--- src/common/core_pkg.sv ---
//**************************************************************************
// core package
// shared widths, RAM port structs, SD request bundle and boot states
// for the rhythm game boot and timebase core
//**************************************************************************

package core_pkg;

	localparam int NUM_SECTIONS = 4; // beatmap sections, one per key

	// table kinds understood by the SD reader
	localparam logic [7:0] AUX_SKIN    = 8'h80;
	localparam logic [7:0] AUX_BEATMAP = 8'h00;

	typedef logic [7:0]  sd_byte_t;
	typedef logic [14:0] skin_addr_t;
	typedef logic [15:0] skin_word_t;
	typedef logic [12:0] beat_addr_t;
	typedef logic [23:0] beat_word_t;

	typedef struct packed {
		sd_byte_t init_index;
		sd_byte_t aux_info;
		logic     request_data;
		logic     restart;
	} sd_req_t;

	typedef struct packed {
		logic       en_w;
		skin_addr_t addr;
		skin_word_t data;
	} skin_wr_t;

	typedef struct packed {
		logic       en_w;
		beat_addr_t addr;
		beat_word_t data;
	} beat_wr_t;

	typedef struct packed {
		logic       en;
		beat_addr_t addr;
	} beat_rd_t;

	typedef struct packed {
		beat_addr_t [NUM_SECTIONS-1:0] size;
		beat_addr_t [NUM_SECTIONS-1:0] base;
	} section_table_t;

	typedef enum logic [2:0] {
		S_INIT,
		S_LOAD_SKIN,
		S_W_LOAD_SKIN,
		S_LOAD_BEATMAP,
		S_W_LOAD_BEATMAP,
		S_SCAN,
		S_W_SCAN,
		S_RUNNING
	} boot_state_t;

endpackage

--- src/loader/bram_loader.sv ---
//**************************************************************************
// block RAM loader
// restarts the SD reader for one table, fetches its bytes one at a time,
// packs them MSB first into words and writes them to ascending addresses
//**************************************************************************

`timescale 1ns/1ps

module bram_loader #(
	parameter int                 ADDR_W   = 13,
	parameter int                 BYTES    = 3,
	parameter core_pkg::sd_byte_t AUX_INFO = core_pkg::AUX_BEATMAP
) (
	input  logic                 CLK,
	input  logic                 RESET_L,
	input  logic                 start,
	input  core_pkg::sd_byte_t   song_selection,
	input  core_pkg::sd_byte_t   data_in,
	input  logic                 data_ready,
	input  logic                 transmit_finished,
	output core_pkg::sd_req_t    sd_req,
	output logic                 wr_en,
	output logic [ADDR_W-1:0]    wr_addr,
	output logic [8*BYTES-1:0]   wr_data,
	output logic                 done
);

	localparam int CNT_W = (BYTES > 1) ? $clog2(BYTES) : 1;

	typedef enum logic [1:0] {
		L_IDLE,
		L_RESTART,
		L_REQ,
		L_WAIT
	} load_state_t;

	load_state_t        state;
	logic [CNT_W-1:0]   byte_cnt;
	logic [ADDR_W-1:0]  word_cnt;
	logic [8*BYTES-1:0] shift;
	logic [8*BYTES-1:0] word_next;
	logic               last_byte;

	always_comb begin
		word_next = shift << 8;
		word_next[7:0] = data_in; // first byte ends up on top
	end

	assign last_byte = byte_cnt == CNT_W'(BYTES - 1);

	// index and kind only matter while restart is high
	always_comb begin
		sd_req.init_index   = song_selection;
		sd_req.aux_info     = AUX_INFO;
		sd_req.request_data = state == L_REQ;
		sd_req.restart      = state == L_RESTART;
	end

	assign wr_addr = word_cnt;
	assign wr_data = shift;

	always_ff @(posedge CLK) begin
		if (!RESET_L) begin
			state <= L_IDLE;
			byte_cnt <= '0;
			word_cnt <= '0;
			wr_en <= 1'b0;
			done <= 1'b0;
		end else begin
			wr_en <= 1'b0;
			done <= 1'b0;
			if (wr_en)
				word_cnt <= word_cnt + 1'b1;
			case (state)
				L_IDLE: begin
					if (start) begin
						state <= L_RESTART;
						byte_cnt <= '0;
						word_cnt <= '0;
					end
				end
				L_RESTART: state <= L_REQ;
				L_REQ:     state <= L_WAIT; // one request in flight
				L_WAIT: begin
					if (data_ready) begin
						byte_cnt <= last_byte ? '0 : byte_cnt + 1'b1;
						wr_en <= last_byte;
						// partial word at the end is dropped
						if (transmit_finished) begin
							state <= L_IDLE;
							done <= 1'b1;
						end else begin
							state <= L_REQ;
						end
					end
				end
				default: state <= L_IDLE;
			endcase
		end
	end

	always_ff @(posedge CLK) begin
		if (state == L_WAIT && data_ready)
			shift <= word_next;
	end

endmodule

--- src/logic/boot_sequencer.sv ---
//**************************************************************************
// boot sequencer
// steps through skin load, beatmap load and section scan, then runs the
// game clock; routes the shared SD request lines and beatmap RAM ports
//**************************************************************************

`timescale 1ns/1ps

module boot_sequencer (
	input  logic                  CLK,
	input  logic                  RESET_L,
	input  logic                  skin_done,
	input  logic                  beat_done,
	input  logic                  scan_done,
	input  core_pkg::sd_req_t     skin_req,
	input  core_pkg::sd_req_t     beat_req,
	input  core_pkg::beat_wr_t    beat_wr_in,
	input  core_pkg::beat_rd_t    scan_rd,
	output logic                  skin_start,
	output logic                  beat_start,
	output logic                  scan_start,
	output logic                  running,
	output logic                  audio_en,
	output core_pkg::sd_req_t     sd_req,
	output core_pkg::beat_wr_t    beat_wr,
	output core_pkg::beat_rd_t    beat_rd,
	output core_pkg::boot_state_t core_state
);

	import core_pkg::*;

	boot_state_t state;
	boot_state_t n_state;

	always_ff @(posedge CLK) begin
		if (!RESET_L)
			state <= S_INIT;
		else
			state <= n_state;
	end

	always_comb begin
		case (state)
			S_INIT:           n_state = S_LOAD_SKIN;
			S_LOAD_SKIN:      n_state = S_W_LOAD_SKIN;
			S_W_LOAD_SKIN:    n_state = skin_done ? S_LOAD_BEATMAP : S_W_LOAD_SKIN;
			S_LOAD_BEATMAP:   n_state = S_W_LOAD_BEATMAP;
			S_W_LOAD_BEATMAP: n_state = beat_done ? S_SCAN : S_W_LOAD_BEATMAP;
			S_SCAN:           n_state = S_W_SCAN;
			S_W_SCAN:         n_state = scan_done ? S_RUNNING : S_W_SCAN;
			S_RUNNING:        n_state = S_RUNNING; // game runs until reset
			default:          n_state = S_INIT;
		endcase
	end

	// start pulses, one cycle each
	assign skin_start = state == S_LOAD_SKIN;
	assign beat_start = state == S_LOAD_BEATMAP;
	assign scan_start = state == S_SCAN;

	assign running = state == S_RUNNING;
	assign audio_en = state == S_RUNNING;
	assign core_state = state;

	// SD reader belongs to whichever loader is active
	always_comb begin
		case (state)
			S_LOAD_SKIN, S_W_LOAD_SKIN:       sd_req = skin_req;
			S_LOAD_BEATMAP, S_W_LOAD_BEATMAP: sd_req = beat_req;
			default:                          sd_req = '0;
		endcase
	end

	// beatmap RAM ports
	always_comb begin
		beat_wr = '0;
		beat_rd = '0;
		if (state == S_LOAD_BEATMAP || state == S_W_LOAD_BEATMAP)
			beat_wr = beat_wr_in;
		if (state == S_SCAN || state == S_W_SCAN)
			beat_rd = scan_rd;
	end

endmodule

--- src/logic/game_core.sv ---
//**************************************************************************
// game core top
// boot loaders, section scanner, boot sequencer and game timebase
//**************************************************************************

`timescale 1ns/1ps

module game_core #(
	// defaults for a 100 MHz system clock
	parameter int UPDATE_PERIOD = 100_000_000 / 1000,
	parameter int AUDIO_PERIOD  = 100_000_000 / 44100,
	parameter int DRAW_PERIOD   = 800 * 525 * 4,
	parameter int PLAY_DELAY    = 44100 * 5 / 2
) (
	input  logic                          CLK,
	input  logic                          RESET_L,
	input  core_pkg::sd_byte_t            song_selection,
	input  core_pkg::sd_byte_t            pre_data_in,
	input  logic                          pre_data_ready,
	input  logic                          pre_transmit_finished,
	input  core_pkg::beat_word_t          beat_rd_data,
	input  core_pkg::sd_byte_t            song_data_in,
	input  logic                          song_data_ready,
	output core_pkg::sd_req_t             pre_sd_req,
	output wire core_pkg::skin_wr_t       skin_wr,
	output core_pkg::beat_wr_t            beat_wr,
	output core_pkg::beat_rd_t            beat_rd,
	output core_pkg::section_table_t      section_table,
	output logic                          update_tick,
	output logic                          draw_tick,
	output logic                          song_request_data,
	output core_pkg::sd_byte_t            main_audio_out,
	output logic                          audio_en,
	output core_pkg::boot_state_t         core_state
);

	import core_pkg::*;

	sd_req_t  skin_req;
	sd_req_t  beat_req;
	wire beat_wr_t beat_wr_ld; // loader side, before routing
	beat_rd_t scan_rd;
	logic     skin_start;
	logic     beat_start;
	logic     scan_start;
	logic     skin_done;
	logic     beat_done;
	logic     scan_done;
	logic     running;

	bram_loader #(
		.ADDR_W(15),
		.BYTES(2),
		.AUX_INFO(AUX_SKIN)
	) skin_loader (
		.CLK(CLK),
		.RESET_L(RESET_L),
		.start(skin_start),
		.song_selection(song_selection),
		.data_in(pre_data_in),
		.data_ready(pre_data_ready),
		.transmit_finished(pre_transmit_finished),
		.sd_req(skin_req),
		.wr_en(skin_wr.en_w),
		.wr_addr(skin_wr.addr),
		.wr_data(skin_wr.data),
		.done(skin_done)
	);

	bram_loader #(
		.ADDR_W(13),
		.BYTES(3),
		.AUX_INFO(AUX_BEATMAP)
	) beat_loader (
		.CLK(CLK),
		.RESET_L(RESET_L),
		.start(beat_start),
		.song_selection(song_selection),
		.data_in(pre_data_in),
		.data_ready(pre_data_ready),
		.transmit_finished(pre_transmit_finished),
		.sd_req(beat_req),
		.wr_en(beat_wr_ld.en_w),
		.wr_addr(beat_wr_ld.addr),
		.wr_data(beat_wr_ld.data),
		.done(beat_done)
	);

	section_scanner scanner (
		.CLK(CLK),
		.RESET_L(RESET_L),
		.start(scan_start),
		.rd_data(beat_rd_data),
		.rd(scan_rd),
		.table_out(section_table),
		.done(scan_done)
	);

	boot_sequencer sequencer (
		.CLK(CLK),
		.RESET_L(RESET_L),
		.skin_done(skin_done),
		.beat_done(beat_done),
		.scan_done(scan_done),
		.skin_req(skin_req),
		.beat_req(beat_req),
		.beat_wr_in(beat_wr_ld),
		.scan_rd(scan_rd),
		.skin_start(skin_start),
		.beat_start(beat_start),
		.scan_start(scan_start),
		.running(running),
		.audio_en(audio_en),
		.sd_req(pre_sd_req),
		.beat_wr(beat_wr),
		.beat_rd(beat_rd),
		.core_state(core_state)
	);

	game_timebase #(
		.UPDATE_PERIOD(UPDATE_PERIOD),
		.AUDIO_PERIOD(AUDIO_PERIOD),
		.DRAW_PERIOD(DRAW_PERIOD),
		.PLAY_DELAY(PLAY_DELAY)
	) timebase (
		.CLK(CLK),
		.RESET_L(RESET_L),
		.running(running),
		.song_data_in(song_data_in),
		.song_data_ready(song_data_ready),
		.update_tick(update_tick),
		.draw_tick(draw_tick),
		.song_request_data(song_request_data),
		.main_audio_out(main_audio_out)
	);

endmodule

--- src/logic/game_timebase.sv ---
//**************************************************************************
// game timebase
// update, draw and audio tick generation, song start delay,
// song byte requests and the main audio output latch
//**************************************************************************

`timescale 1ns/1ps

module game_timebase #(
	parameter int UPDATE_PERIOD = 100000,
	parameter int AUDIO_PERIOD  = 2267,
	parameter int DRAW_PERIOD   = 1680000,
	parameter int PLAY_DELAY    = 110250
) (
	input  logic               CLK,
	input  logic               RESET_L,
	input  logic               running,
	input  core_pkg::sd_byte_t song_data_in,
	input  logic               song_data_ready,
	output logic               update_tick,
	output logic               draw_tick,
	output logic               song_request_data,
	output core_pkg::sd_byte_t main_audio_out
);

	localparam int UPD_W = $clog2(UPDATE_PERIOD + 1);
	localparam int AUD_W = $clog2(AUDIO_PERIOD + 1);
	localparam int DRW_W = $clog2(DRAW_PERIOD + 1);
	localparam int DLY_W = $clog2(PLAY_DELAY + 1);

	logic [UPD_W-1:0] upd_cnt;
	logic [AUD_W-1:0] aud_cnt;
	logic [DRW_W-1:0] drw_cnt;
	logic [DLY_W-1:0] delay_cnt; // audio samples before playback
	logic             audio_tick;
	logic             upd_wrap;
	logic             aud_wrap;
	logic             drw_wrap;
	logic             playing;

	assign upd_wrap = upd_cnt == UPD_W'(UPDATE_PERIOD - 1);
	assign aud_wrap = aud_cnt == AUD_W'(AUDIO_PERIOD - 1);
	assign drw_wrap = drw_cnt == DRW_W'(DRAW_PERIOD - 1);
	assign playing = delay_cnt == DLY_W'(PLAY_DELAY);

	always_ff @(posedge CLK) begin
		if (!RESET_L) begin
			upd_cnt <= '0;
			aud_cnt <= '0;
			drw_cnt <= '0;
			delay_cnt <= '0;
			update_tick <= 1'b0;
			draw_tick <= 1'b0;
			audio_tick <= 1'b0;
			song_request_data <= 1'b0;
			main_audio_out <= '0; // silence until the first sample
		end else begin
			update_tick <= running && upd_wrap;
			draw_tick <= running && drw_wrap;
			audio_tick <= running && aud_wrap;
			if (running) begin
				upd_cnt <= upd_wrap ? '0 : upd_cnt + 1'b1;
				aud_cnt <= aud_wrap ? '0 : aud_cnt + 1'b1;
				drw_cnt <= drw_wrap ? '0 : drw_cnt + 1'b1;
			end
			if (audio_tick && !playing)
				delay_cnt <= delay_cnt + 1'b1;
			song_request_data <= audio_tick && playing; // one byte per sample
			if (song_data_ready)
				main_audio_out <= song_data_in;
		end
	end

endmodule

--- src/logic/section_scanner.sv ---
//**************************************************************************
// beatmap section scanner
// reads the size word in front of each beatmap section and builds the
// table of section sizes and base addresses
//**************************************************************************

`timescale 1ns/1ps

module section_scanner (
	input  logic                     CLK,
	input  logic                     RESET_L,
	input  logic                     start,
	input  core_pkg::beat_word_t     rd_data,
	output core_pkg::beat_rd_t       rd,
	output core_pkg::section_table_t table_out,
	output logic                     done
);

	import core_pkg::*;

	localparam int IDX_W = $clog2(NUM_SECTIONS);
	localparam int SIZE_W = $bits(beat_addr_t);

	logic             busy;
	logic [IDX_W-1:0] idx;   // section being read
	logic [1:0]       phase; // address, wait, wait, capture
	section_table_t   tbl;
	beat_addr_t       cur_addr;

	// size word of section k sits right after section k-1
	always_comb begin
		if (idx == '0)
			cur_addr = '0;
		else
			cur_addr = tbl.base[idx - 1'b1] + tbl.size[idx - 1'b1];
	end

	// address held for all four phases of a section
	always_comb begin
		rd.en = busy;
		rd.addr = cur_addr;
	end

	assign table_out = tbl;

	always_ff @(posedge CLK) begin
		if (!RESET_L) begin
			busy <= 1'b0;
			idx <= '0;
			phase <= '0;
			tbl <= '0;
			done <= 1'b0;
		end else begin
			done <= 1'b0;
			if (!busy) begin
				if (start) begin
					busy <= 1'b1;
					idx <= '0;
					phase <= '0;
				end
			end else begin
				phase <= phase + 1'b1;
				if (phase == 2'd3) begin
					tbl.size[idx] <= rd_data[SIZE_W-1:0];
					tbl.base[idx] <= cur_addr + 1'b1; // data starts after size word
					idx <= idx + 1'b1;
					if (idx == IDX_W'(NUM_SECTIONS - 1)) begin
						busy <= 1'b0;
						done <= 1'b1;
					end
				end
			end
		end
	end

endmodule

--- config.mk ---
export PLATFORM = sky130hd
export DESIGN_NAME = game_core
export DESIGN_NICKNAME = d
export VERILOG_FILES = /design/src/common/core_pkg.sv /design/src/loader/bram_loader.sv /design/src/logic/boot_sequencer.sv /design/src/logic/game_core.sv /design/src/logic/game_timebase.sv /design/src/logic/section_scanner.sv
export SDC_FILE = /design/constraint.sdc
export NUM_CORES = 1
export LEC_CHECK = 0
export BUFFER_PORTS_ARGS = -buffer_cell sky130_fd_sc_hd__buf_4
export CAP_MARGIN = 20
export CORE_MARGIN = 1.5
export CORE_UTILIZATION = 25
export CTS_CLUSTER_SIZE = 12
export DETAILED_ROUTE_END_ITERATION = 6
export GPL_TIMING_DRIVEN = 0
export HOLD_SLACK_MARGIN = 0.15
export PLACE_DENSITY = 0.51
export SLEW_MARGIN = 20
export SYNTH_ARGS = -nofsm -noshare
export SYNTH_HDL_FRONTEND = slang
export SYNTH_SLANG_ARGS = --single-unit
export TNS_END_PERCENT = 100
--- constraint.sdc ---
create_clock -name CLK -period 7 [get_ports CLK]
set_input_delay 1.4 -clock CLK [delete_from_list [all_inputs] [get_ports CLK]]
set_output_delay 1.4 -clock CLK [all_outputs]
set_load 0.01 [all_outputs]
After elaboration in Yosys (flattened, before gate mapping) --
Cells that the tools add are included.
Cells by class: equal/unequal tests 25, order comparisons 3, muxes and demuxes 50, reduce and logical (&&, ||, !) cells 31, add/subtract/negate cells 13
Operators by type and width (number):
- 52-bit bitwise mux | 2
- 13-bit 2-to-1 mux | 7
- 13-bit binary-select mux with 2-bit select | 2
- 15-bit 2-to-1 mux | 3
- 38-bit 2-to-1 mux | 1
- 18-bit one-hot mux with 2 select lines | 1
- 17-bit by 1-bit adder with 17-bit output, second input constant | 2
- 17-bit equality test, second input constant | 2
- 13-bit by 1-bit adder with 13-bit output, second input constant | 2
- 13-bit demux with 2-bit select | 1
- 3-bit one-hot mux with 8 select lines | 1
- 2-bit 2-to-1 mux | 11
- 21-bit by 1-bit adder with 21-bit output, second input constant | 1
- 21-bit equality test, second input constant | 1
- 21-bit 2-to-1 mux | 1
- 17-bit 2-to-1 mux | 1
- 2-bit one-hot mux with 4 select lines | 2
- 15-bit by 1-bit adder with 15-bit output, second input constant | 1
- 3-bit AND reduction | 5
- 2-bit equality test, second input constant | 7
- 14-bit 2-to-1 mux | 1
- 13-bit adder | 1
- 1-bit 2-to-1 mux | 13
- 12-bit by 1-bit adder with 12-bit output, second input constant | 1
- other kinds (23) | 52
Word-level totals: register bits 271, output and inout port bits 221

Longest topological paths before layout --
Gate-level depths: netlist (run 1).
depth after elaboration 7, mapped depth 19

Cells and area by module --
A second synthesis (run 1) with hierarchy kept.
Unflattened totals: cells, all modules 1365, area, all modules 13023.7 um^2
By module, submodules not included:
- section_scanner | sequential area each 2202.1 um^2, times used 1, area an instance 5481.5 um^2, cells an instance 597
- game_timebase | sequential area each 1581.5 um^2, times used 1, area an instance 3549.7 um^2, cells an instance 400
- bram_loader at beat_loader | sequential area each 1101.1 um^2, times used 1, area an instance 1640.3 um^2, cells an instance 127
- bram_loader at skin_loader | sequential area each 880.8 um^2, times used 1, area an instance 1530.2 um^2, cells an instance 135
- boot_sequencer | sequential area each 60.1 um^2, times used 1, area an instance 822.0 um^2, cells an instance 106

Worst setup path before layout (run 1) --
No wires, ideal clock.
path type register to output, start reg scanner.idx[0], end out beat_rd[10] (netlist name), slack 720 ps, arrival 4880 ps, data required time 5600 ps, cell stages (with the launch flop) 17, cell sequence dfxtp_1 -> clkbuf_1 -> clkbuf_1 -> inv_1 -> ha_1 -> clkbuf_1 -> clkbuf_1 -> buf_1 -> mux4_2 -> ha_1 -> inv_1 -> fa_1 -> nor2b_4 -> o311a_4 -> o211a_1 -> o311ai_4 -> nor3b_1
RTL lines:
- from (decl) | line section_scanner.sv:25 | logic [IDX_W-1:0] idx;
- from (signal assigned) | line section_scanner.sv:66 | idx <= idx + 1'b1;
- to (decl) | line game_core.sv:27 | output core_pkg::beat_rd_t beat_rd,

==> metrics.md, run 1 <==
| Metric | Value |
|---|---|
| DR iter-0 viols | `542` |
| Comb pwr share | `0.056` |
| Commonest non-fill, non-tap cell in the layout | `buf_4` |
| Num CTS Buffers | `34` |
| Initial antenna violation count | `1` |
| Worst Path Max Fanout | `10` |
| CP bufs+invs | `7` |
| Tcrit/Tclk final | `0.952` |
| CP delay by family, top | `buffers and inverters` |
| Final setup violation count | `0` |
| TritonCTS clock tree | `built` |
| DRT antenna net count | `0` |
| Max-slew violation count | `0` |
| Unrepaired setup endpoints after global routing | `false` |
| Total track usage | `0.154` |
| Hpwl dp | `28.7 mm` |
| Global-route wire length before repair | `59.5 mm` |
| CP Launch Type | `register` |
| Crit Path Category | `reg -> out` |
| Hold/Removal Path Class | `reg -> reg` |
| Sw frac | `0.227` |
| Peak supply drop | `137 µV` |
| Fin crit period | `6.66 ns` |
| Sink Count | `271` |
| P per Cell Area | `228 nW/µm²` |
| Async SR Flop Fraction | `0` |
| CP most frequent cell | `clkbuf_4` |
| Core Box Area | `between 40000 and 50000 µm²` |
| Final hold vios | `0` |
| Most frequent cells in the layout | `buf_4, dfxtp_1, nand2_1` |
| Final-stage net count | `1655` |
| Drt first pass iters | `4` |
| Register area share after synthesis | `0.485` |
| Drt drc | `0` |
| Slowest stage delay, CP | `around 0.42 ns` |
| Avg Cell Area, Syn | `around 9.4 µm²` |
| Die Span X | `222 µm` |
| Worst-Skew Late Latency | `around 0.54 ns` |
| Filler cells | `4903` |
| Ys Warns | `0` |
| Initial Util | `0.253` |
| Crit path capture type | `output port` |
| GRT overflow | `0` |
| Via count | `10432` |
| Slew of the pin with the lowest slew margin | `0.959 ns` |
| Worst Clk Skew | `0.0252 ns` |
| Drt total wl | `38.6 mm` |
| LEAKAGE | `6.14 nW` |
| Slew HR | `0.360` |
| Critical Path RT | `5.60 ns` |
| Run status | `complete, no violations` |
| Finished Core Util | `0.334` |
| WL per Instance | `between 15 and 20 µm` |
| P_sw | `823 µW` |
| Non-Filler Instances | `2214` |
| Post-synthesis register bit count | `about 270` |
| Chip Height | `222 µm` |
| Dpl cells | `2155` |
| Post-synth EDFFs | `40` |
| Max-cap violation count | `0` |
| Critical path's slowest cell | `ha_4` |
| CTS clk-pin slew, worst paths | `0.06 ns` |
| Crit-path cells | `clkbuf_4, clkbuf_4, inv_1, ha_4, clkbuf_4, buf_4, mux4_2, ha_1, inv_1, fa_1, nor2b_4, o311a_4, o211a_1, o311ai_4, nor3b_2, buf_4` |
| Clock Path Buffers | `3` |
| Internal Pwr Total | `~2.8 mW` |
| Vias in the first global route | `10211` |
| Setup TNS Final | `0 ns` |
| Max H-tree Level | `2` |
| Sequential share of power | `0.441` |
| Fmax | `150 MHz` |
| I/O pin cnt | `roughly 270` |
| Port bufs | `between 200 and 300` |
| Largest net degree at the start of global routing | `26` |
| Number of cells produced by synthesis | `1282` |
| Share of cells above drive strength 1 | `0.229` |
| Part of the power in the clock network | `0.504` |
| Row count | `80` |
| CP Data Arrival Time | `roughly 5.3 ns` |
| Die area | `slightly below 50000 µm²` |
| Area Growth Syn to Fin | `32.2%` |
| CTS root buffer | `clkbuf_16` |
| Placed Area | `14700 µm²` |
| Netlist cell types | `68` |
| Finished Cell Area | `15900 µm²` |
| Worst hold slack | `around 0.43 ns` |
| DR vias/cell | `4.71` |
| GP Congestion | `0.821` |
| # diodes | `0` |
| Post-synth top flop | `dfxtp_1` |
| Syn Std Cell Area | `12000 µm²` |
-- layer usage --
metal	vias to the layer above	track usage	routed length [µm]
met1	5044	0.196	17100
li1	5043	-	-
met5	-	0	0
met4	0	0.0577	1230
met3	72	0.0381	2320
met2	273	0.252	18000
-- final timing paths --
path / from / end / slack [ns] / depth (start not counted)
worst max-delay path: scanner.idx[0] / beat_rd[10] / 0.34 / 16
worst min-delay path: beat_loader.wr_data[10] / beat_loader.wr_data[18] / 0.43 / 0
worst max register to register: scanner.idx[0] / scanner.table_out[49] / 1.51 / 18
worst min register to register: beat_loader.wr_data[10] / beat_loader.wr_data[18] / 0.43 / 0
-- state kept, by name, indices dropped and copies added, names as in the netlist, 12 cells and up --
signal	count
timebase.upd_cnt	17
timebase.drw_cnt	21
beat_loader.wr_data	24
skin_loader.wr_addr	15
timebase.aud_cnt	12
beat_loader.wr_addr	13
skin_loader.wr_data	16
timebase.delay_cnt	17
scanner.table_out	104
-- power groups by stage --
stage               Sequential, mW  Clock [mW]  Combinational, mW
global placement              1.63           0              0.203
detailed placement            1.63           0              0.205
global route                  1.60        1.94              0.220
finish                        1.60        1.82              0.202
CTS                           1.59        1.88              0.205
floorplan                     1.63           0             0.0963
-- worst reg2reg max path, delay by kind of cell (launching register included) --
family                     cells  cell delay [ns]
muxes                          1             0.40
and+or+nand+nor                4             1.27
AOI/OAI and AO/OA              1             0.29
buffers and inverters          7             1.56
xor gates and xnor gates       1             0.18
DFF                            1             0.36
adders and majority gates      4             1.35
-- Yosys cell counts (all sizes together) (5+ instances only) --
| library cell | count | area (µm²) |
|---|---|---|
| a211oi | 18 | 140 |
| a21o | 5 | 37.5 |
| a21oi | 81 | 405 |
| a22o | 14 | 123 |
| and2 | 13 | 81.3 |
| and3 | 29 | 181 |
| buf | 19 | 106 |
| clkbuf | 51 | 191 |
| dfxtp | 231 | 4620 |
| edfxtp | 40 | 1200 |
| ha | 26 | 325 |
| inv | 22 | 82.6 |
| mux2i | 12 | 120 |
| mux4 | 25 | 563 |
| nand2 | 179 | 672 |
| nand2b | 8 | 50.1 |
| nand3 | 33 | 175 |
| nand4 | 28 | 175 |
| nor2 | 159 | 597 |
| nor2b | 44 | 283 |
| nor3 | 20 | 100 |
| nor3b | 5 | 37.5 |
| nor4 | 10 | 75.1 |
| o21ai | 42 | 210 |
| or3 | 16 | 105 |
| xnor2 | 25 | 226 |
| xor2 | 71 | 622 |
-- per-stage QoR --
step / power [mW] / worst slack (ns)
after floorplan: 1.73 / 0.720
after global placement: 1.83 / -1.49
after detailed placement: 1.83 / -1.54
after CTS: 3.68 / 0.0505
after global routing: 3.76 / 0.127
final: 3.62 / 0.339
-- area by class of cell --
| cell class | instances | area (µm²) | share of cell area |
|---|---|---|---|
| buffer | 69 | 310 | 0.0195 |
| clock buffer | 48 | 987 | 0.0621 |
| clock inverter | 12 | 164 | 0.0103 |
| inverter | 24 | 90.1 | 0.00567 |
| multi-input combinational | 923 | 5850 | 0.368 |
| sequential | 271 | 5830 | 0.367 |
| tap | 615 | 769 | 0.0484 |
| timing repair buffer | 252 | 1890 | 0.119 |
-- timing repair --
action / in CTS / in global routing
hold buffers: 0 / 0
endpoints found under the setup margin: 37 / 2
setup buffers: 0 / 0
resized for setup: 12 / 2
-- cell families after synthesis --
group / count (synthesis) / share of synthesized area
mux: 37 / 0.0568
flops: 271 / 0.485
xor+xnor: 96 / 0.0706
other cells: 1 / 0.000312
compound gates: 194 / 0.103
buf+inv: 94 / 0.0323
fa+ha+maj: 27 / 0.0287
simple gates: 562 / 0.224
Note: power is estimated with default switching activity, not from simulation.
==> run 2: changes to the inputs <==
CORE_UTILIZATION = 45   (was 25)
PLACE_DENSITY = 0.76   (was 0.51)
==> metrics.md, run 2 (synthesized netlist as in run 1, its figures left out) <==
| Metric | Value |
|---|---|
| Die area | `27700 µm² (-44%)` |
| Finished Core Util | `0.590 (+0.256)` |
| Sink Count | `271 (unchanged)` |
| Total track usage | `0.249 (+0.0952)` |
| Finished Cell Area | `15400 µm² (-3.0%)` |
| Port bufs | `252 (unchanged)` |
| Crit Path Category | `reg -> out` |
| Reg2Reg Depth | `18 (unchanged)` |
| Fin crit period | `6.79 ns (+0.132 ns)` |
| Hpwl dp | `25.9 mm (-9.9%)` |
| I/O pin cnt | `274 (unchanged)` |
| Multi-input gate area | `5850 µm² (about the same)` |
| Max H-tree Level | `1 (-1)` |
| Vias in the first global route | `10398 (+1.8%)` |
| Clock Path Buffers | `3 (unchanged)` |
| Run status | `complete, but fails checks` |
| Max reg flops | `104 (unchanged)` |
| Die Span X | `166 µm (-25%)` |
| Final hold vios | `0 (unchanged)` |
| Most frequent cells in the layout | `buf_4, dfxtp_1, nand2_1` |
| DR vias/cell | `5.54 (+18%)` |
| Placed Area | `14400 µm² (-2.4%)` |
| Via count | `10692 (+2.5%)` |
| GRT overflow | `0 (unchanged)` |
| CTS root buffer | `clkbuf_16` |
| Unrepaired setup endpoints after global routing | `false` |
| GP Congestion | `0.918 (+12%)` |
| DRT antenna net count | `0 (unchanged)` |
| Crit path capture type | `output port` |
| Peak supply drop | `160 µV (+17%)` |
| RR Endpoint | `scanner.table_out[49]` |
| Num CTS Buffers | `30 (-12%)` |
| Buffers inserted by post-CTS timing repair | `0 (unchanged)` |
| Final-stage net count | `1651 (-0.24%)` |
| Share of cells above drive strength 1 | `0.227 (-0.00179)` |
| Max-slew violation count | `0 (unchanged)` |
| Critical Path Start | `scanner.idx[0]` |
| CP Launch Type | `register` |
| Largest net degree at the start of global routing | `26 (unchanged)` |
| Tcrit/Tclk final | `0.970 (+0.0189)` |
| P per Cell Area | `220 nW/µm² (-3.4%)` |
| Hold Path Origin | `beat_loader.wr_data[6]` |
| Worst r2r src | `scanner.idx[0]` |
| Commonest non-fill, non-tap cell in the layout | `buf_4` |
| Hold/Removal Path Class | `reg -> reg` |
| Fmax | `147 MHz (-1.9%)` |
| Worst Path Max Fanout | `10 (unchanged)` |
| Global-route wire length before repair | `55.5 mm (-6.8%)` |
| Drt total wl | `35.2 mm (-8.8%)` |
| Max-cap violation count | `0 (unchanged)` |
| Row count | `59 (-26%)` |
| Chip Height | `166 µm (-25%)` |
| Failing checks | `design-rule violations` |
| # diodes | `0 (unchanged)` |
| Critical Path RT | `5.60 ns (about the same)` |
| Worst Clk Skew | `0.0114 ns (-0.0138 ns)` |
| Drt first pass iters | `7 (+3)` |
| Hold worst-path end | `beat_loader.wr_data[14]` |
| CTS clk-pin slew, worst paths | `0.06 ns (about the same)` |
| Slew of the pin with the lowest slew margin | `1.07 ns (+0.110 ns)` |
| Initial antenna violation count | `0 (-1)` |
| Setup TNS Final | `0 ns (unchanged)` |
| Drt drc | `19 (+19)` |
| Worst-Skew Late Latency | `0.56 ns (+0.02 ns)` |
| DR iter-0 viols | `988 (+82%)` |
| CP Data Arrival Time | `5.39 ns (+0.13 ns)` |
| Area Growth Syn to Fin | `28.2%` |
| Reg-to-reg slack, setup | `1.47 ns (-0.04 ns)` |
| Sequential Area | `5830 µm² (unchanged)` |
| Slew HR | `0.287 (-0.0734)` |
| Core Box Area | `26100 µm² (-45%)` |
| Final setup violation count | `0 (unchanged)` |
| Initial Util | `0.460 (+0.207)` |
| TritonCTS clock tree | `built` |
| Filler cells | `2292 (-53%)` |
| LEAKAGE | `6.06 nW (-1.2%)` |
| Hold depth | `0 (unchanged)` |
| WL per Instance | `18.2 µm (+4.7%)` |
## run 2: cell count changes in the layout (fill, tap and decap cells not counted), sizes merged
| cell | previous run | this run |
|---|---|---|
| bufinv | 4 | 1 |
| clkinv | 10 | 6 |
| clkbuf | 98 | 99 |
| clkinvlp | 0 | 1 |
## run 2: cell type report
| cell class | count | share of cell area |
|---|---|---|
| clock buffers | 49 | 0.0619 |
| repair buffers | 252 | 0.123 |
| clock inverters | 6 | 0.00471 |
| multi-input cells | 923 | 0.380 |
| well taps | 335 | 0.0272 |
| inverters | 24 | 0.00584 |
| plain buffers | 69 | 0.0200 |
| flip-flops and latches | 271 | 0.378 |
## run 2: per-layer routing
metal	GRT usage	share of wire	routed length, µm
met5	0	0	0
met4	0.0992	0.035	1230
met3	0.0371	0.077	2720
met2	0.415	0.47	16600
met1	0.328	0.42	14700
## run 2: worst max-delay path by stage
stage	end	depth (start not counted)
after floorplan	beat_rd[10]	16
after global placement	beat_rd[10]	17
after detailed placement	beat_rd[10]	17
after CTS	beat_rd[10]	16
after global routing	beat_rd[10]	16
final	beat_rd[10]	16
## run 2: worst max-delay path, stage by stage (launching register included)
cell and delay (ns):
dfxtp_1 0.37, buf_2 0.34, clkbuf_4 0.36, inv_1 0.15, ha_4 0.42, clkbuf_4 0.31
buf_4 0.28, mux4_2 0.42, ha_1 0.26, inv_1 0.07, fa_1 0.24, nor2b_4 0.06
o311a_4 0.35, o211a_1 0.26, o311ai_4 0.38, nor3b_1 0.37, buf_4 0.19
## run 2: stage by stage
step	hold slack [ns]	total power [mW]	worst slack, ns	cells
finish	0.439	3.39	0.207	1929
global route	0.449	3.49	0.0712	1929
CTS	0.439	3.41	0.0439	1929
detailed placement	0.427	1.83	-1.32	1875
global placement	0.423	1.82	-1.26	1875
floorplan	0.418	1.73	0.720	1288
## run 2: repair_timing
action / CTS / global route
pin swaps: 0 / 0
gates resized for setup: 8 / 3
hold buffers: 0 / 0
endpoints found under the setup margin: 31 / 2
## run 2: report_power, final
group          total [mW]  leakage [nW]  internal [mW]  switching [mW]
clock                1.60         0.502          0.965           0.633
combinational       0.200          3.34         0.0797           0.120
sequential           1.59          2.22           1.59         0.00789
total                3.39          6.06           2.63           0.762
